==> src/rtl/clkPkg.sv <==
`default_nettype none

package clkPkg;

  // Diagnostic command opcodes
  localparam int cmdOpW = 2;
  localparam logic [cmdOpW-1:0] opCtl  = 2'd0;  // Control functions, 00x
  localparam logic [cmdOpW-1:0] opLoad = 2'd1;  // Load functions, 04x
  localparam logic [cmdOpW-1:0] opRead = 2'd2;  // Diagnostic read, 10x

  // Field widths
  localparam int selW     = 3;  // Function select
  localparam int nibW     = 4;  // EBus data 32..35
  localparam int statW    = 6;  // EBus data 30..35
  localparam int burstW   = 8;
  localparam int rateDivW = 3;

  // Control function codes
  localparam logic [selW-1:0] fnStart      = 3'd1;
  localparam logic [selW-1:0] fnSingleStep = 3'd2;
  localparam logic [selW-1:0] fnHalt       = 3'd3;
  localparam logic [selW-1:0] fnBurst      = 3'd5;
  localparam logic [selW-1:0] fnClrReset   = 3'd6;
  localparam logic [selW-1:0] fnSetReset   = 3'd7;

  // Load function codes
  localparam logic [selW-1:0] ldBurstLsb = 3'd2;
  localparam logic [selW-1:0] ldBurstMsb = 3'd3;
  localparam logic [selW-1:0] ldRate     = 3'd4;
  localparam logic [selW-1:0] ldGroupDis = 3'd5;

  // Load nibble, seen as rate load or as group-disable load
  typedef union packed {
    logic [nibW-1:0] raw;
    struct packed {
      logic [1:0] spare;
      logic [1:0] rateSel;
    } rate;
    struct packed {
      logic spare;
      logic crmDis;
      logic edpDis;
      logic ctlDis;
    } dis;
  } loadNibbleT;

endpackage

`default_nettype wire

==> src/rtl/diagFuncDecode.sv <==
`timescale 1ns/100ps
`default_nettype none

module diagFuncDecode import clkPkg::*; (
  input  logic              MBOX_CLK,
  input  logic              CLK,
  input  logic              cmdValid,
  output logic              cmdReady,
  input  logic [cmdOpW-1:0] cmdOp,
  input  logic [selW-1:0]   cmdSel,
  input  logic [nibW-1:0]   cmdData,
  output logic              rdValid,
  input  logic              rdReady,
  output logic [statW-1:0]  rdData,
  input  logic [statW-1:0]  statusWord,
  output logic              startPulse,
  output logic              stepPulse,
  output logic              haltPulse,
  output logic              burstPulse,
  output logic              loadLsb,
  output logic              loadMsb,
  output logic [nibW-1:0]   loadNibble,
  output logic [selW-1:0]   readSel,
  output logic [1:0]        rateSel,
  output logic              crmDis,
  output logic              edpDis,
  output logic              ctlDis,
  output logic              mrReset
);

  logic       accept;
  logic       isCtl;
  logic       isLoad;
  logic       readPending;
  logic       clrPulse;
  logic       setPulse;
  logic       rateLoad;
  logic       disLoad;
  loadNibbleT nibReg;

  // Hold off commands while a read answer is pending or stalled
  assign cmdReady = ~(readPending | (rdValid & ~rdReady));
  assign accept   = cmdValid & cmdReady;
  assign isCtl    = accept & (cmdOp == opCtl);
  assign isLoad   = accept & (cmdOp == opLoad);

  // One-cycle function strobes
  always_ff @(posedge MBOX_CLK or posedge CLK) begin
    if (CLK) begin
      startPulse  <= 1'b0;
      stepPulse   <= 1'b0;
      haltPulse   <= 1'b0;
      burstPulse  <= 1'b0;
      clrPulse    <= 1'b0;
      setPulse    <= 1'b0;
      loadLsb     <= 1'b0;
      loadMsb     <= 1'b0;
      rateLoad    <= 1'b0;
      disLoad     <= 1'b0;
      readPending <= 1'b0;
    end else begin
      startPulse  <= isCtl & (cmdSel == fnStart);
      stepPulse   <= isCtl & (cmdSel == fnSingleStep);
      haltPulse   <= isCtl & (cmdSel == fnHalt);
      burstPulse  <= isCtl & (cmdSel == fnBurst);
      clrPulse    <= isCtl & (cmdSel == fnClrReset);
      setPulse    <= isCtl & (cmdSel == fnSetReset);
      loadLsb     <= isLoad & (cmdSel == ldBurstLsb);
      loadMsb     <= isLoad & (cmdSel == ldBurstMsb);
      rateLoad    <= isLoad & (cmdSel == ldRate);
      disLoad     <= isLoad & (cmdSel == ldGroupDis);
      readPending <= accept & (cmdOp == opRead);
    end
  end

  // Data nibble and read select ride along with the strobes
  always_ff @(posedge MBOX_CLK) begin
    if (accept) begin
      nibReg.raw <= cmdData;
      readSel    <= cmdSel;
    end
  end

  assign loadNibble = nibReg.raw;

  // Configuration and master reset, one cycle after the strobe
  always_ff @(posedge MBOX_CLK or posedge CLK) begin
    if (CLK) begin
      rateSel <= 2'd0;
      crmDis  <= 1'b0;
      edpDis  <= 1'b0;
      ctlDis  <= 1'b0;
      mrReset <= 1'b1;
    end else begin
      if (rateLoad) begin
        rateSel <= nibReg.rate.rateSel;
      end
      if (disLoad) begin
        crmDis <= nibReg.dis.crmDis;
        edpDis <= nibReg.dis.edpDis;
        ctlDis <= nibReg.dis.ctlDis;
      end
      // Set wins if both ever coincide
      if (setPulse) begin
        mrReset <= 1'b1;
      end else if (clrPulse) begin
        mrReset <= 1'b0;
      end
    end
  end

  // Read answer valid, held until taken
  always_ff @(posedge MBOX_CLK or posedge CLK) begin
    if (CLK) begin
      rdValid <= 1'b0;
    end else if (readPending) begin
      rdValid <= 1'b1;
    end else if (rdReady) begin
      rdValid <= 1'b0;
    end
  end

  // Status sampled one edge after the read is accepted
  always_ff @(posedge MBOX_CLK) begin
    if (readPending) begin
      rdData <= statusWord;
    end
  end

endmodule

`default_nettype wire

==> src/rtl/burstCounter.sv <==
`timescale 1ns/100ps
`default_nettype none

module burstCounter import clkPkg::*; (
  input  logic              MBOX_CLK,
  input  logic              CLK,
  input  logic              loadLsb,
  input  logic              loadMsb,
  input  logic [nibW-1:0]   loadNibble,
  input  logic              decrement,
  output logic [burstW-1:0] burstCnt,
  output logic              burstZero
);

  // Low nibble, like the E21 counter
  always_ff @(posedge MBOX_CLK or posedge CLK) begin
    if (CLK) begin
      burstCnt <= '0;
    end else if (loadLsb) begin
      burstCnt[nibW-1:0] <= loadNibble;
    end else if (loadMsb) begin
      // High nibble, like E15
      burstCnt[burstW-1:nibW] <= loadNibble;
    end else if (decrement && !burstZero) begin
      // One count per qualified tick, never below zero
      burstCnt <= burstCnt - burstW'(1);
    end
  end

  // Ends the burst in eboxGate
  assign burstZero = (burstCnt == '0);

endmodule

`default_nettype wire

==> src/rtl/eboxGate.sv <==
`timescale 1ns/100ps
`default_nettype none

module eboxGate import clkPkg::*; (
  input  logic       MBOX_CLK,
  input  logic       CLK,
  input  logic       startPulse,
  input  logic       stepPulse,
  input  logic       haltPulse,
  input  logic       burstPulse,
  input  logic [1:0] rateSel,
  input  logic       crmDis,
  input  logic       edpDis,
  input  logic       ctlDis,
  input  logic       mrReset,
  input  logic       burstZero,
  output logic       decrement,
  output logic       running,
  output logic       stepPending,
  output logic       burstActive,
  output logic       crmClkEn,
  output logic       edpClkEn,
  output logic       ctlClkEn
);

  logic [rateDivW-1:0] divCnt;
  logic                divWrap;
  logic                tickEn;

  // Free-running rate divider
  always_ff @(posedge MBOX_CLK or posedge CLK) begin
    if (CLK) begin
      divCnt <= '0;
    end else begin
      divCnt <= divCnt + rateDivW'(1);
    end
  end

  // Tick every 1, 2, 4 or 8 cycles
  always_comb begin
    case (rateSel)
      2'd0:    divWrap = 1'b1;
      2'd1:    divWrap = divCnt[0];
      2'd2:    divWrap = &divCnt[1:0];
      default: divWrap = &divCnt;
    endcase
  end

  // Qualified tick, never while master reset holds
  assign tickEn    = divWrap & ~mrReset &
                     (running | stepPending | (burstActive & ~burstZero));
  assign decrement = tickEn & burstActive & ~burstZero;

  // Run, step and burst state
  always_ff @(posedge MBOX_CLK or posedge CLK) begin
    if (CLK) begin
      running     <= 1'b0;
      stepPending <= 1'b0;
      burstActive <= 1'b0;
    end else if (mrReset) begin
      running     <= 1'b0;
      stepPending <= 1'b0;
      burstActive <= 1'b0;
    end else begin
      if (haltPulse) begin
        running <= 1'b0;
      end else if (startPulse) begin
        running <= 1'b1;
      end
      // A step is used up by the next qualified tick
      if (stepPulse) begin
        stepPending <= 1'b1;
      end else if (tickEn) begin
        stepPending <= 1'b0;
      end
      // Empty counter means no burst at all
      if (burstPulse && !burstZero) begin
        burstActive <= 1'b1;
      end else if (burstZero) begin
        burstActive <= 1'b0;
      end
    end
  end

  // Per-group enables, registered
  always_ff @(posedge MBOX_CLK or posedge CLK) begin
    if (CLK) begin
      crmClkEn <= 1'b0;
      edpClkEn <= 1'b0;
      ctlClkEn <= 1'b0;
    end else begin
      crmClkEn <= tickEn & ~crmDis;
      edpClkEn <= tickEn & ~edpDis;
      ctlClkEn <= tickEn & ~ctlDis;
    end
  end

endmodule

`default_nettype wire

==> src/rtl/diagStatusMux.sv <==
`timescale 1ns/100ps
`default_nettype none

module diagStatusMux import clkPkg::*; (
  input  logic [selW-1:0]   readSel,
  input  logic              running,
  input  logic              burstActive,
  input  logic              mrReset,
  input  logic              burstZero,
  input  logic [burstW-1:0] burstCnt,
  input  logic [1:0]        rateSel,
  input  logic              crmDis,
  input  logic              edpDis,
  input  logic              ctlDis,
  input  logic              stepPending,
  output logic [statW-1:0]  statusWord
);

  // Bit 0 of each word maps to EBus bit 30
  always_comb begin
    case (readSel)
      3'd0: begin
        // Run state plus top of the burst count
        statusWord = {running,
                      burstActive,
                      mrReset,
                      burstZero,
                      burstCnt[burstW-1 -: 2]};
      end
      3'd1: begin
        // Rest of the burst count
        statusWord = burstCnt[statW-1:0];
      end
      3'd2: begin
        // Loaded configuration
        statusWord = {rateSel,
                      crmDis,
                      edpDis,
                      ctlDis,
                      stepPending};
      end
      default: begin
        statusWord = '0;
      end
    endcase
  end

endmodule

`default_nettype wire

==> src/rtl/clkCtl.sv <==
`timescale 1ns/100ps
`default_nettype none

module clkCtl import clkPkg::*; (
  input  logic              MBOX_CLK,
  input  logic              CLK,
  input  logic              cmdValid,
  output logic              cmdReady,
  input  logic [cmdOpW-1:0] cmdOp,
  input  logic [selW-1:0]   cmdSel,
  input  logic [nibW-1:0]   cmdData,
  output logic              rdValid,
  input  logic              rdReady,
  output logic [statW-1:0]  rdData,
  output logic              crmClkEn,
  output logic              edpClkEn,
  output logic              ctlClkEn,
  output logic              mrReset
);

  // Strobes out of the decoder
  logic              startPulse;
  logic              stepPulse;
  logic              haltPulse;
  logic              burstPulse;
  logic              loadLsb;
  logic              loadMsb;
  logic [nibW-1:0]   loadNibble;
  // Configuration
  logic [selW-1:0]   readSel;
  logic [1:0]        rateSel;
  logic              crmDis;
  logic              edpDis;
  logic              ctlDis;
  // Counter and gate state
  logic [burstW-1:0] burstCnt;
  logic              burstZero;
  logic              decrement;
  logic              running;
  logic              stepPending;
  logic              burstActive;
  logic [statW-1:0]  statusWord;

  diagFuncDecode i_diagFuncDecode (
    .MBOX_CLK, .CLK, .cmdValid, .cmdReady, .cmdOp, .cmdSel, .cmdData,
    .rdValid, .rdReady, .rdData, .statusWord,
    .startPulse, .stepPulse, .haltPulse, .burstPulse, .loadLsb, .loadMsb,
    .loadNibble, .readSel, .rateSel, .crmDis, .edpDis, .ctlDis, .mrReset
  );

  burstCounter i_burstCounter (
    .MBOX_CLK, .CLK, .loadLsb, .loadMsb, .loadNibble, .decrement,
    .burstCnt, .burstZero
  );

  eboxGate i_eboxGate (
    .MBOX_CLK, .CLK, .startPulse, .stepPulse, .haltPulse, .burstPulse,
    .rateSel, .crmDis, .edpDis, .ctlDis, .mrReset, .burstZero,
    .decrement, .running, .stepPending, .burstActive,
    .crmClkEn, .edpClkEn, .ctlClkEn
  );

  // Read word goes back to the decoder for registering
  diagStatusMux i_diagStatusMux (
    .readSel, .running, .burstActive, .mrReset, .burstZero, .burstCnt,
    .rateSel, .crmDis, .edpDis, .ctlDis, .stepPending, .statusWord
  );

endmodule

`default_nettype wire

==> config.mk <==
export PLATFORM = sky130hd
export DESIGN_NAME = clkCtl
export DESIGN_NICKNAME = d
export VERILOG_FILES = /design/src/rtl/clkPkg.sv /design/src/rtl/diagFuncDecode.sv /design/src/rtl/burstCounter.sv /design/src/rtl/eboxGate.sv /design/src/rtl/diagStatusMux.sv /design/src/rtl/clkCtl.sv
export SDC_FILE = /design/constraint.sdc
export NUM_CORES = 1
export LEC_CHECK = 0
export BUFFER_PORTS_ARGS = -buffer_cell sky130_fd_sc_hd__clkbuf_2
export CORE_MARGIN = 5
export CORE_UTILIZATION = 55
export DETAILED_ROUTE_END_ITERATION = 6
export PLACE_DENSITY = 0.79
export SYNTH_ARGS = -nofsm -noshare
export SYNTH_HDL_FRONTEND = slang
export SYNTH_HIERARCHICAL = 1
export SYNTH_SLANG_ARGS = --single-unit
==> constraint.sdc <==
create_clock -name MBOX_CLK -period 2.91 [get_ports MBOX_CLK]
set_input_delay 0 -clock MBOX_CLK [delete_from_list [all_inputs] [get_ports MBOX_CLK]]
set_output_delay 0 -clock MBOX_CLK [all_outputs]
set_load 0.02 [all_outputs]
* Yosys cells after proc, flatten, opt, wreduce, memory -nomap -nowiden
Index checks and enable logic that the tools add are counted.
Operators by class: $add $sub $neg 2, equal/unequal tests 14, mux-type cells 19, bitwise gates (word level) 34, reductions and logical operators 18
Operators with widths (number):
- bitwise AND 1 bit | 23
- case mux 6 bit (3 select lines) | 1
- two-way mux 1 bit | 13
- equality test 3 bit, second input constant | 4
- two-way mux 4 bit | 3
- equality test 3 x 2 -> 1 bit, second input constant | 3
- nonzero test 3 bit | 3
- zero test 8 bit | 1
- two-way mux 8 bit | 1
- NOT 1 bit | 8
- nonzero test 2 bit | 4
- subtractor 8 x 1 -> 8 bit, second input constant | 1
- equality test 3 x 1 -> 1 bit, second input constant | 2
- AND reduction 2 bit | 3
- equality test 2 x 1 -> 1 bit, second input constant | 2
- equality test 2 bit, second input constant | 2
- zero test 2 bit | 2
- adder 3 x 1 -> 3 bit, second input constant | 1
- zero test 3 bit | 1
- bitwise OR 1 bit | 3
- case mux 1 bit (3 select lines) | 1
- AND reduction 3 bit | 1
- logical AND 1 bit | 2
- inequality test 2 x 1 -> 1 bit, second input constant | 1
- zero test 1 bit | 1
Word-level totals: flip-flop bits (word level) 48, input port bits 13, output and inout port bits 12, logic and storage cells 116

* Longest topological paths before layout
Gate-level depths: netlist (run 1).
depth after elaboration 11, depth in mapped cells 10

* By module
The synthesis (run 1) kept the hierarchy.
By module, submodules not included:
- diagFuncDecode | times used 1, cells each 66, area an instance 1091.0 um2
- burstCounter | times used 1, cells each 66, area an instance 568.0 um2
- eboxGate | times used 1, cells each 29, area an instance 359.1 um2
- diagStatusMux | times used 1, cells each 26, area an instance 181.4 um2

* Worst setup path after synthesis (run 1)
OpenSTA, ideal clock, no wires.
path type reg2reg, start register i_burstCounter.burstCnt[0], end register i_burstCounter.burstCnt[5], setup time 121 ps, arrival 2178 ps, required time 2789 ps, setup slack 611 ps, stages on the path, launching flop included 11, path buffers 0, clock period less this slack 2299 ps, cell sequence dfrtp_1 -> inv_1 -> ha_1 -> nor4b_2 -> nand2_1 -> inv_1 -> nor4b_2 -> nor2_1 -> a211oi_1 -> o21ai_0 -> a22o_1
On the way: longest elaborated chain between the ends 10, elaborated cells on any way between the ends 14, classes of those cells 1 x add/sub; 2 x mux; 6 x bitwise; 5 x reduce/logical
RTL lines:
- start: declaration | line burstCounter.sv:11 | output logic [burstW-1:0] burstCnt,
- start signal: indexed assignment | line burstCounter.sv:20 | burstCnt[nibW-1:0] <= loadNibble;
- start signal: indexed assignment | line burstCounter.sv:23 | burstCnt[burstW-1:nibW] <= loadNibble;
- start signal: assignment | line burstCounter.sv:26 | burstCnt <= burstCnt - burstW'(1);
- zero test 8 bit * | line burstCounter.sv:31 | assign burstZero = (burstCnt == '0);
- net burstZero | line clkCtl.sv:37 | logic burstZero;
- NOT 1 bit * | line eboxGate.sv:51, eboxGate.sv:52
- bitwise AND 1 bit | line eboxGate.sv:51 | (running | stepPending | (burstActive & ~burstZero));
- bitwise OR 1 bit | line eboxGate.sv:51
- bitwise AND 1 bit | line eboxGate.sv:50 | assign tickEn = divWrap & ~mrReset &
- bitwise AND 1 bit | line eboxGate.sv:52 | assign decrement = tickEn & burstActive & ~burstZero;
- bitwise AND 1 bit * | line eboxGate.sv:52
- net decrement | line clkCtl.sv:38 | logic decrement;
- logical AND 1 bit * | line burstCounter.sv:24 | end else if (decrement && !burstZero) begin
- nonzero test 2 bit (no source line) *
- AND reduction 2 bit (no source line) *
Mark *: on every way through the listed nets, which the timed path passes. The rest lies on a longest branch. The select of a mux whose other input is x is not followed. A chain may end at the register's enable or synchronous reset.

* Worst setup path in the final report (run 1)
Same ends and word-level chain as after synthesis.

==> results of run 1 <==
==> layout make-up <==
type,count,area share
Clock buffer,7,0.0300
Multi-Input combinational cell,122,0.340
Sequential cell,48,0.499
Clock inverter,1,0.00197
Tap cell,50,0.0246
Inverter,13,0.0192
Timing Repair Buffer,34,0.0857
==> synthesized netlist by cell type, drive strengths merged, types with 5 or more instances <==
master	count
dfrtp	34
a211oi	15
nor2	14
edfxtp	13
inv	13
nand2b	10
nor3	9
nand2	8
mux2	7
nor2b	7
nor4	7
o21ai	5
==> cell families (layout without fill, tap and decap cells) <==
group / after synthesis / in the layout
mux: 9 / 9
compound gates: 34 / 34
xor+xnor: 3 / 3
flops: 48 / 48
buf+inv: 17 / 55
fa+ha+maj: 4 / 4
simple gates: 72 / 72
==> registers in the layout, summed over array words and instances (netlist names), 2 cells and up <==
signal,cells
i_diagFuncDecode/loadNibble,4
i_diagFuncDecode/rdData,6
i_diagFuncDecode/readSel,3
i_diagFuncDecode/rateSel,2
i_eboxGate/divCnt,3
i_burstCounter/burstCnt,8
==> metrics by stage <==
| stage | power [W] | hold WS, ns | utilization | std cells |
|---|---|---|---|---|
| 6_report | 0.00168 | 0.0208 | 0.645 | 275 |
| 5_1_grt | 0.00179 | 0.0138 | 0.645 | 275 |
| 4_1_cts | 0.00169 | 0.0108 | 0.645 | 275 |
| 3_5_place_dp | 0.00131 | -0.0208 | 0.601 | 258 |
| 3_3_place_gp | 0.00130 | -0.0265 | 0.601 | 258 |
| 2_1_floorplan | 0.00119 | -0.184 | - | 187 |
==> power breakdown <==
part / switching, W / internal (W)
registers: 0.000132 / 0.000783
clock network: 0.000201 / 0.000169
logic: 0.000204 / 0.000193
total: 0.000537 / 0.00114
==> layer usage <==
layer	up-vias	wire length, um
li1	752	-
met1	730	1670
met2	59	2010
met3	5	375
met4	0	68
met5	-	0
==> critical path, delay by kind of cell, from the launching register on <==
family / cells / cell delay, ns
buf+inv: 3 / 0.34
simple gates: 4 / 0.60
fa+ha+maj: 1 / 0.21
flops: 1 / 0.42
compound gates: 3 / 0.98
==> how the worst max path moves through the flow <==
stage,start,endpoint,depth (start not counted),slack [ns]
after floorplan,i_burstCounter/burstCnt[0]$_DFFE_PP0P_,i_burstCounter/burstCnt[5]$_DFFE_PP0P_,10,0.61
after global placement,i_burstCounter/burstCnt[0]$_DFFE_PP0P_,i_burstCounter/burstCnt[5]$_DFFE_PP0P_,11,0.48
after detailed placement,i_burstCounter/burstCnt[0]$_DFFE_PP0P_,i_burstCounter/burstCnt[5]$_DFFE_PP0P_,11,0.35
after CTS,i_burstCounter/burstCnt[0]$_DFFE_PP0P_,i_burstCounter/burstCnt[5]$_DFFE_PP0P_,11,0.31
after global routing,i_burstCounter/burstCnt[0]$_DFFE_PP0P_,i_burstCounter/burstCnt[6]$_DFFE_PP0P_,11,0.06
final,i_burstCounter/burstCnt[0]$_DFFE_PP0P_,i_burstCounter/burstCnt[5]$_DFFE_PP0P_,11,0.26
==> impl_metrics.toml, run 1 <==
[synthesis]
synth_compound_area_frac = 0.109
synthFlopType = "dfrtp_1"
synthArstFlopShare = 0.729
yosys.area.top_type = "dfrtp_1"
synth.area.mux_share = 0.0449
syn_area_per_cell_um2 = 11.8
synthTopCellsByArea = "dfrtp_1, edfxtp_1, a211oi_1, mux2_2, nand2b_1"
synth_cells = 187
syn_area_um2 = 2200
synth_fa_ha_area_frac = 0.0228
ys_types = 42
synth_top_family_by_area = "simple AND/OR/NAND/NOR gates"
synth_xor_area_frac = 0.0119
ys_seq_area_frac = 0.576
synth-seq-cells = 48
synthesis.nets = 204
synth_edf_count = 13
ys_warn_count = 6
synth_top_area_share = 0.387
yosys.area_share.simple = 0.204

[setup_path]
critical_path.max_stage_delay_ns = 0.53
required_ns = 3.10
crit_chain = "inv_1, ha_1, nor4b_2, nand2_1, inv_1, nor4b_2, buf_4, nor2_1, a211oi_1, o21ai_0, a22o_1"
critical_path.startpoint_type = "flop"
critPathKind = "flop to flop"
cp_max_fo = 5
reg2regPathDepth = 11
cp.arrival_ns = 2.84
worstReg2RegStart = "i_burstCounter/burstCnt[0]$_DFFE_PP0P_"
worstSetupEndpointType = "flop"
cpMaxStageDelayCell = "a211oi_1"
r2r-end = "i_burstCounter/burstCnt[5]$_DFFE_PP0P_"
r2r_setup_slack_ns = 0.26

[hold_path]
holdCritStartpoint = "cmdOp[1]"
min_path_type = "input pin to flop"
holdPathStages = 2
holdPathEnd = "i_diagFuncDecode/readPending$_DFF_PP0_"

[global_route]
grt_pass1_wl_um = 6980
antenna_found_initial = 0
grt_pass1_vias = 1493
grt_use_met3 = 0.0523
met1_usage = 0.222
use_met2 = 0.287
overflow = 0
grt_util_all_layers = 0.176
grt_busiest_layer = "met2"
grt_max_degree = 19

[cts]
clock-root-buffer = "clkbuf_8"
cts_resized = 0
cts_inserted_buffers = 5
cts.sinks = 48
htreeDepth = 2
cts.clk_slew.worst_paths_ns = 0.08
cts_hold_buf = 9
clk_latency_ns = 0.30
cts_tree = "done"
clockBufferDepth = 2
cts.repair_timing.setup_buffer_count = 0

[placement]
pre_cts_slack_ns = 0.352
place_congestion = 0.857
dpl-instance-area_um2 = 2370
io_buffers = 24
hpwl_um = 3110

[run]
drv_cap = 0

[floorplan]
die_w_um = 73.2
die_area_um2 = 5360
ios = 25
start_util = 0.558
num_rows = 23
die-height_um = 73.2
core_area_um2 = 3940

[pwr]
irDropWorstVdd_mv = 0.411
p_per_area_nw_per_um2 = 662
p_leak_nw = 1.11

[sta]
worstMarginPinSlew_ns = 0.663
min_period_ns = 2.65
max_freq_mhz = 378
finalSetupViolCount = 0
rsz0062_at_grt = "false"
slew_violations = 0
skew_ns = 0.00584
setup_tns_ns = 0
post-route-period-util = 0.909
hold_viol = 0
setup_slack_ns = 0.265
relSlewSlack = 0.558

[layout]
layout_commonest_cell = "dfrtp_1"
ff_latch_area_um2 = 1270
syn_to_final_growth_pct = 15.5
diodes = 0
drive_above_1_share = 0.213
nets = 241
multiInputGateArea_um2 = 863
fillers = 309
final_cell_area_um2 = 2540
mostFrequentLayoutCells = "dfrtp_1, clkbuf_2, a211oi_1"

[routing]
drc = 0
first_pass_iters = 4
viasPerCell = 5.62
wirelength_um = 4120
ant_nets = 0
drt_iter0_drc = 112
wl_per_cell_um = 15.0
vias = 1546

[status]
status = "completed"
(Power assumes the default switching activity.)
==> run 2, diff against run 1 <==
- clock period: 2.91 -> 3.01 ns (I/O delays scaled with it)
==> run 2 against run 1 <==
Sequential share of layout area is essentially flat. Fmax shrank 4.6%. Global-route usage grew 0.072 points. Critical path depth shrank 1. Setup slack lost 0.027 ns. Die area is the same. Sequential power shrank 2.8%. Final cell count shrank 0.36%. Count of clock-buffer cells in the layout shrank 2. Non-clock buffer count shrank 1. Largest power group unchanged.
==> impl_metrics.toml, run 2 (synthesis gave the netlist of run 1 again) <==
[sta]
min_period_ns = 2.77
max_freq_mhz = 361
relSlewSlack = 0.563
setup_tns_ns = 0
post-route-period-util = 0.921
slew_violations = 0
worstMarginPinSlew_ns = 0.654
skew_ns = 0.00478
hold_viol = 0
rsz0062_at_grt = "false"
finalSetupViolCount = 0
setup_slack_ns = 0.238

[routing]
wl_per_cell_um = 15.4
drc = 0
wirelength_um = 4210
vias = 1561
ant_nets = 0
first_pass_iters = 4
viasPerCell = 5.70
drt_iter0_drc = 97

[global_route]
grt_util_all_layers = 0.177
grt_max_degree = 19
antenna_found_initial = 0
grt_pass1_wl_um = 7000
overflow = 0
grt_pass1_vias = 1540

[layout]
layout_commonest_cell = "dfrtp_1"
largest_reg_flops = 8
largest-register = "i_burstCounter/burstCnt"
diodes = 0
fillers = 306
drive_above_1_share = 0.219
mostFrequentLayoutCells = "dfrtp_1, clkbuf_2, a211oi_1"
nets = 240
syn_to_final_growth_pct = 15.5

[floorplan]
die_area_um2 = 5360
start_util = 0.558
core_area_um2 = 3940
num_rows = 23
die_w_um = 73.2
ios = 25
die-height_um = 73.2

[hold_path]
min_path_type = "input pin to flop"

[cts]
cts_inserted_buffers = 5
clock-root-buffer = "clkbuf_8"
cts_tree = "done"
clockBufferDepth = 2
clk_latency_ns = 0.30
cts_resized = 0
cts.sinks = 48
htreeDepth = 2
cts.clk_slew.worst_paths_ns = 0.09

[setup_path]
cp_max_fo = 5
critical_path.startpoint_type = "flop"
r2r_setup_slack_ns = 0.24
cp.arrival_ns = 2.97
crit_chain = "inv_1, ha_1, nor4b_2, nand2_1, inv_1, nor4b_2, nor2_1, a211oi_1, o21ai_0, a22o_1"
worstSetupEndpointType = "flop"
critical_path.max_stage_delay_ns = 0.54
required_ns = 3.21
cpMaxStageDelayCell = "a211oi_1"
critPathKind = "flop to flop"

[pwr]
p_per_area_nw_per_um2 = 651
p_leak_nw = 1.11
irDropWorstVdd_mv = 0.396

[placement]
pre_cts_slack_ns = 0.307
io_buffers = 24
hpwl_um = 3140
place_congestion = 0.856

[run]
drv_cap = 0

[status]
status = "completed"
## run 2: changes by cell type in the layout (fill, tap and decap cells not counted), sizes merged
cell,delta
clkbuf,-2
buf,-1
clkinv,+2
## run 2: final timing paths
path | start | endpoint | cells past startpoint
setup reg to reg | i_burstCounter/burstCnt[0]$_DFFE_PP0P_ | i_burstCounter/burstCnt[5]$_DFFE_PP0P_ | 10
setup / recovery | i_burstCounter/burstCnt[0]$_DFFE_PP0P_ | i_burstCounter/burstCnt[5]$_DFFE_PP0P_ | 10
hold / removal | cmdOp[1] | i_diagFuncDecode/readPending$_DFF_PP0_ | 2
min in group asynchronous | CLK | i_burstCounter/burstCnt[5]$_DFFE_PP0P_ | 3
hold reg to reg | i_diagFuncDecode/haltPulse$_DFF_PP0_ | i_eboxGate/running$_DFFE_PP0P_ | 1
max in group asynchronous | CLK | i_diagFuncDecode/readPending$_DFF_PP0_ | 3
## run 2: final cells by class
cell class / instances / area (um^2) / share of cell area
Clock buffer: 5 / 68.8 / 0.0271
Clock inverter: 3 / 18.8 / 0.00739
Multi-Input combinational cell: 122 / 863 / 0.340
Tap cell: 50 / 62.6 / 0.0246
Inverter: 13 / 48.8 / 0.0192
Sequential cell: 48 / 1270 / 0.499
Timing Repair Buffer: 33 / 210 / 0.0828
## run 2: power by group
| group | switching, W | internal (W) | total [W] |
|---|---|---|---|
| registers | 0.000133 | 0.000757 | 0.000889 |
| logic | 0.000202 | 0.000186 | 0.000388 |
| clock network | 0.000213 | 0.000162 | 0.000375 |
## run 2: timing repair
item | in CTS | in global routing
buffers inserted | 0 | 0
endpoints found under the hold margin | 44 | 0
hold buffers | 9 | 0
## run 2: through the flow
stage,util,cells,hold slack (ns),total power (W),instance area [um^2]
5_1_grt,0.644,274,0.00856,0.00175,2540
3_3_place_gp,0.599,257,-0.0239,0.00126,2360
2_1_floorplan,-,187,-0.184,0.00115,2200
6_report,0.644,274,0.0256,0.00165,2540
3_5_place_dp,0.599,257,-0.0150,0.00127,2360
4_1_cts,0.644,274,0.0207,0.00165,2540
## run 2: worst max-delay path: cells and delay by family, from the launching register on
| family | cells | cell delay [ns] |
|---|---|---|
| compound gates | 3 | 1.02 |
| buf+inv | 2 | 0.17 |
| fa+ha+maj | 1 | 0.20 |
| flops | 1 | 0.43 |
| simple gates | 4 | 0.82 |
## run 2: layer usage
layer,vias to the layer above,share of wire,track usage
li1,752,-,-
met1,753,0.42,0.217
met3,8,0.061,0.0592
met5,-,0,0
met4,0,0.016,0.0615
met2,48,0.50,0.290
==> run 3, diff against run 2 <==
- CORE_UTILIZATION: 55 -> 40
- HOLD_SLACK_MARGIN: not set -> 0.02
- PLACE_DENSITY: 0.79 -> 0.61
==> run 3 against run 2 <==
Clock power increased by 13%. First-iteration DRC count decreased by 33%. Die area increased by 32%. Sequential cell count unchanged. Via count decreased by 2.6%. Routed wire length increased by 1.1%. Worst hold slack improved by 0.028 ns. Power increased by 2.8%. Highest routed layer unchanged. Clock skew about the same. Sequential share of layout area decreased by 1.2 points.
==> impl_metrics.toml, run 3 (synthesis gave the netlist of run 1 again) <==
[status]
status = "completed"

[placement]
io_buffers = 24
place_congestion = 0.862
hpwl_um = 3200
dpl-instance-area_um2 = 2390

[layout]
largest_reg_flops = 8
layout_commonest_cell = "dfrtp_1"
final_cell_area_um2 = 2600
drive_above_1_share = 0.222
diodes = 0
syn_to_final_growth_pct = 18.2
largest-register = "i_burstCounter/burstCnt"
mostFrequentLayoutCells = "dfrtp_1, clkbuf_2, a211oi_1, nor2_1"
nets = 241

[routing]
wl_per_cell_um = 14.3
wirelength_um = 4260
viasPerCell = 5.12
drt_iter0_drc = 65
ant_nets = 0
vias = 1521
first_pass_iters = 4
drc = 0

[floorplan]
die-height_um = 84.2
start_util = 0.404
die_w_um = 84.2
ios = 25
core_area_um2 = 5440
die_area_um2 = 7080
num_rows = 27

[cts]
clockBufferDepth = 2
clock-root-buffer = "clkbuf_8"
cts_inserted_buffers = 5
htreeDepth = 2
cts.sinks = 48
cts.clk_slew.worst_paths_ns = 0.09
cts_tree = "done"
cts.repair_timing.setup_buffer_count = 0
clk_latency_ns = 0.29

[global_route]
antenna_found_initial = 0
grt_util_all_layers = 0.132
grt_max_degree = 19
grt_pass1_wl_um = 7420
grt_pass1_vias = 1562
overflow = 0

[setup_path]
critical_path.startpoint_type = "flop"
reg2regPathDepth = 10
cp.arrival_ns = 2.74
r2r-end = "i_burstCounter/burstCnt[6]$_DFFE_PP0P_"
r2r_setup_slack_ns = 0.46
worstReg2RegStart = "i_burstCounter/burstCnt[0]$_DFFE_PP0P_"
required_ns = 3.20
worstSetupEndpointType = "flop"
cp_max_fo = 5
critPathKind = "flop to flop"

[sta]
relSlewSlack = 0.559
post-route-period-util = 0.848
max_freq_mhz = 392
skew_ns = 0.00455
slew_violations = 0
min_period_ns = 2.55
worstMarginPinSlew_ns = 0.661
hold_viol = 0
rsz0062_at_grt = "false"
setup_tns_ns = 0
finalSetupViolCount = 0
whs_ns = 0.0533

[pwr]
p_leak_nw = 1.13
p_per_area_nw_per_um2 = 653
irDropWorstVdd_mv = 0.343

[hold_path]
holdCritStartpoint = "cmdOp[0]"
min_path_type = "input pin to flop"
holdPathStages = 2
holdPathEnd = "i_diagFuncDecode/readPending$_DFF_PP0_"

[run]
drv_cap = 0
==> run 3: timing repair <==
action                                 in CTS  in global routing
setup endpoints to repair                   0                  1
resized for setup                           0                  1
hold buffers                               10                  0
endpoints found under the hold margin      45                  0
==> run 3: how the worst max path moves through the flow <==
stage / startpoint / end / depth (start not counted)
finish: i_burstCounter/burstCnt[0]$_DFFE_PP0P_ / i_burstCounter/burstCnt[6]$_DFFE_PP0P_ / 10
floorplan: i_burstCounter/burstCnt[0]$_DFFE_PP0P_ / i_burstCounter/burstCnt[5]$_DFFE_PP0P_ / 10
CTS: i_burstCounter/burstCnt[0]$_DFFE_PP0P_ / i_burstCounter/burstCnt[5]$_DFFE_PP0P_ / 10
global route: i_burstCounter/burstCnt[0]$_DFFE_PP0P_ / i_burstCounter/burstCnt[6]$_DFFE_PP0P_ / 10
global placement: i_burstCounter/burstCnt[0]$_DFFE_PP0P_ / i_burstCounter/burstCnt[5]$_DFFE_PP0P_ / 10
detailed placement: i_burstCounter/burstCnt[0]$_DFFE_PP0P_ / i_burstCounter/burstCnt[5]$_DFFE_PP0P_ / 10
==> run 3: final cells by class <==
type	instances	area [um^2]
clock inverter	2	11.3
multi-input combinational	122	868
fill	504	2840
inverter	13	48.8
sequential	48	1270
clock buffer	6	93.8
timing repair buffer	34	220
tap	72	90.1
==> run 3: metrics by stage <==
stage / power (W) / worst slack, ns / cells / util
2_1_floorplan: 0.00115 / 0.711 / 187 / -
3_3_place_gp: 0.00127 / 0.497 / 279 / 0.439
3_5_place_dp: 0.00127 / 0.375 / 279 / 0.439
4_1_cts: 0.00171 / 0.332 / 297 / 0.477
5_1_grt: 0.00181 / 0.218 / 297 / 0.478
6_report: 0.00170 / 0.456 / 297 / 0.478
==> run 3: critical path, cell delays in order, from the launching register on <==
cell and delay [ns]:
dfrtp_1 0.43, inv_1 0.09, ha_1 0.20, nor4b_2 0.18, nand2_1 0.10, inv_1 0.08, nor4b_2 0.48, nor2_1 0.11
a211oi_2 0.36, o21ai_0 0.16, a22o_1 0.25
==> run 3: metal layers <==
layer	routed length, um	track usage	up-vias
li1	-	-	751
met1	1880	0.174	712
met2	2050	0.209	54
met3	264	0.0353	4
met4	58	0.0468	0
met5	0	0	-
==> run 3: where the power goes <==
| part | switching (W) | internal [W] | leakage, nW |
|---|---|---|---|
| Clock | 0.000210 | 0.000213 | 0.0566 |
| Sequential | 0.000131 | 0.000757 | 0.588 |
| Combinational | 0.000200 | 0.000188 | 0.485 |
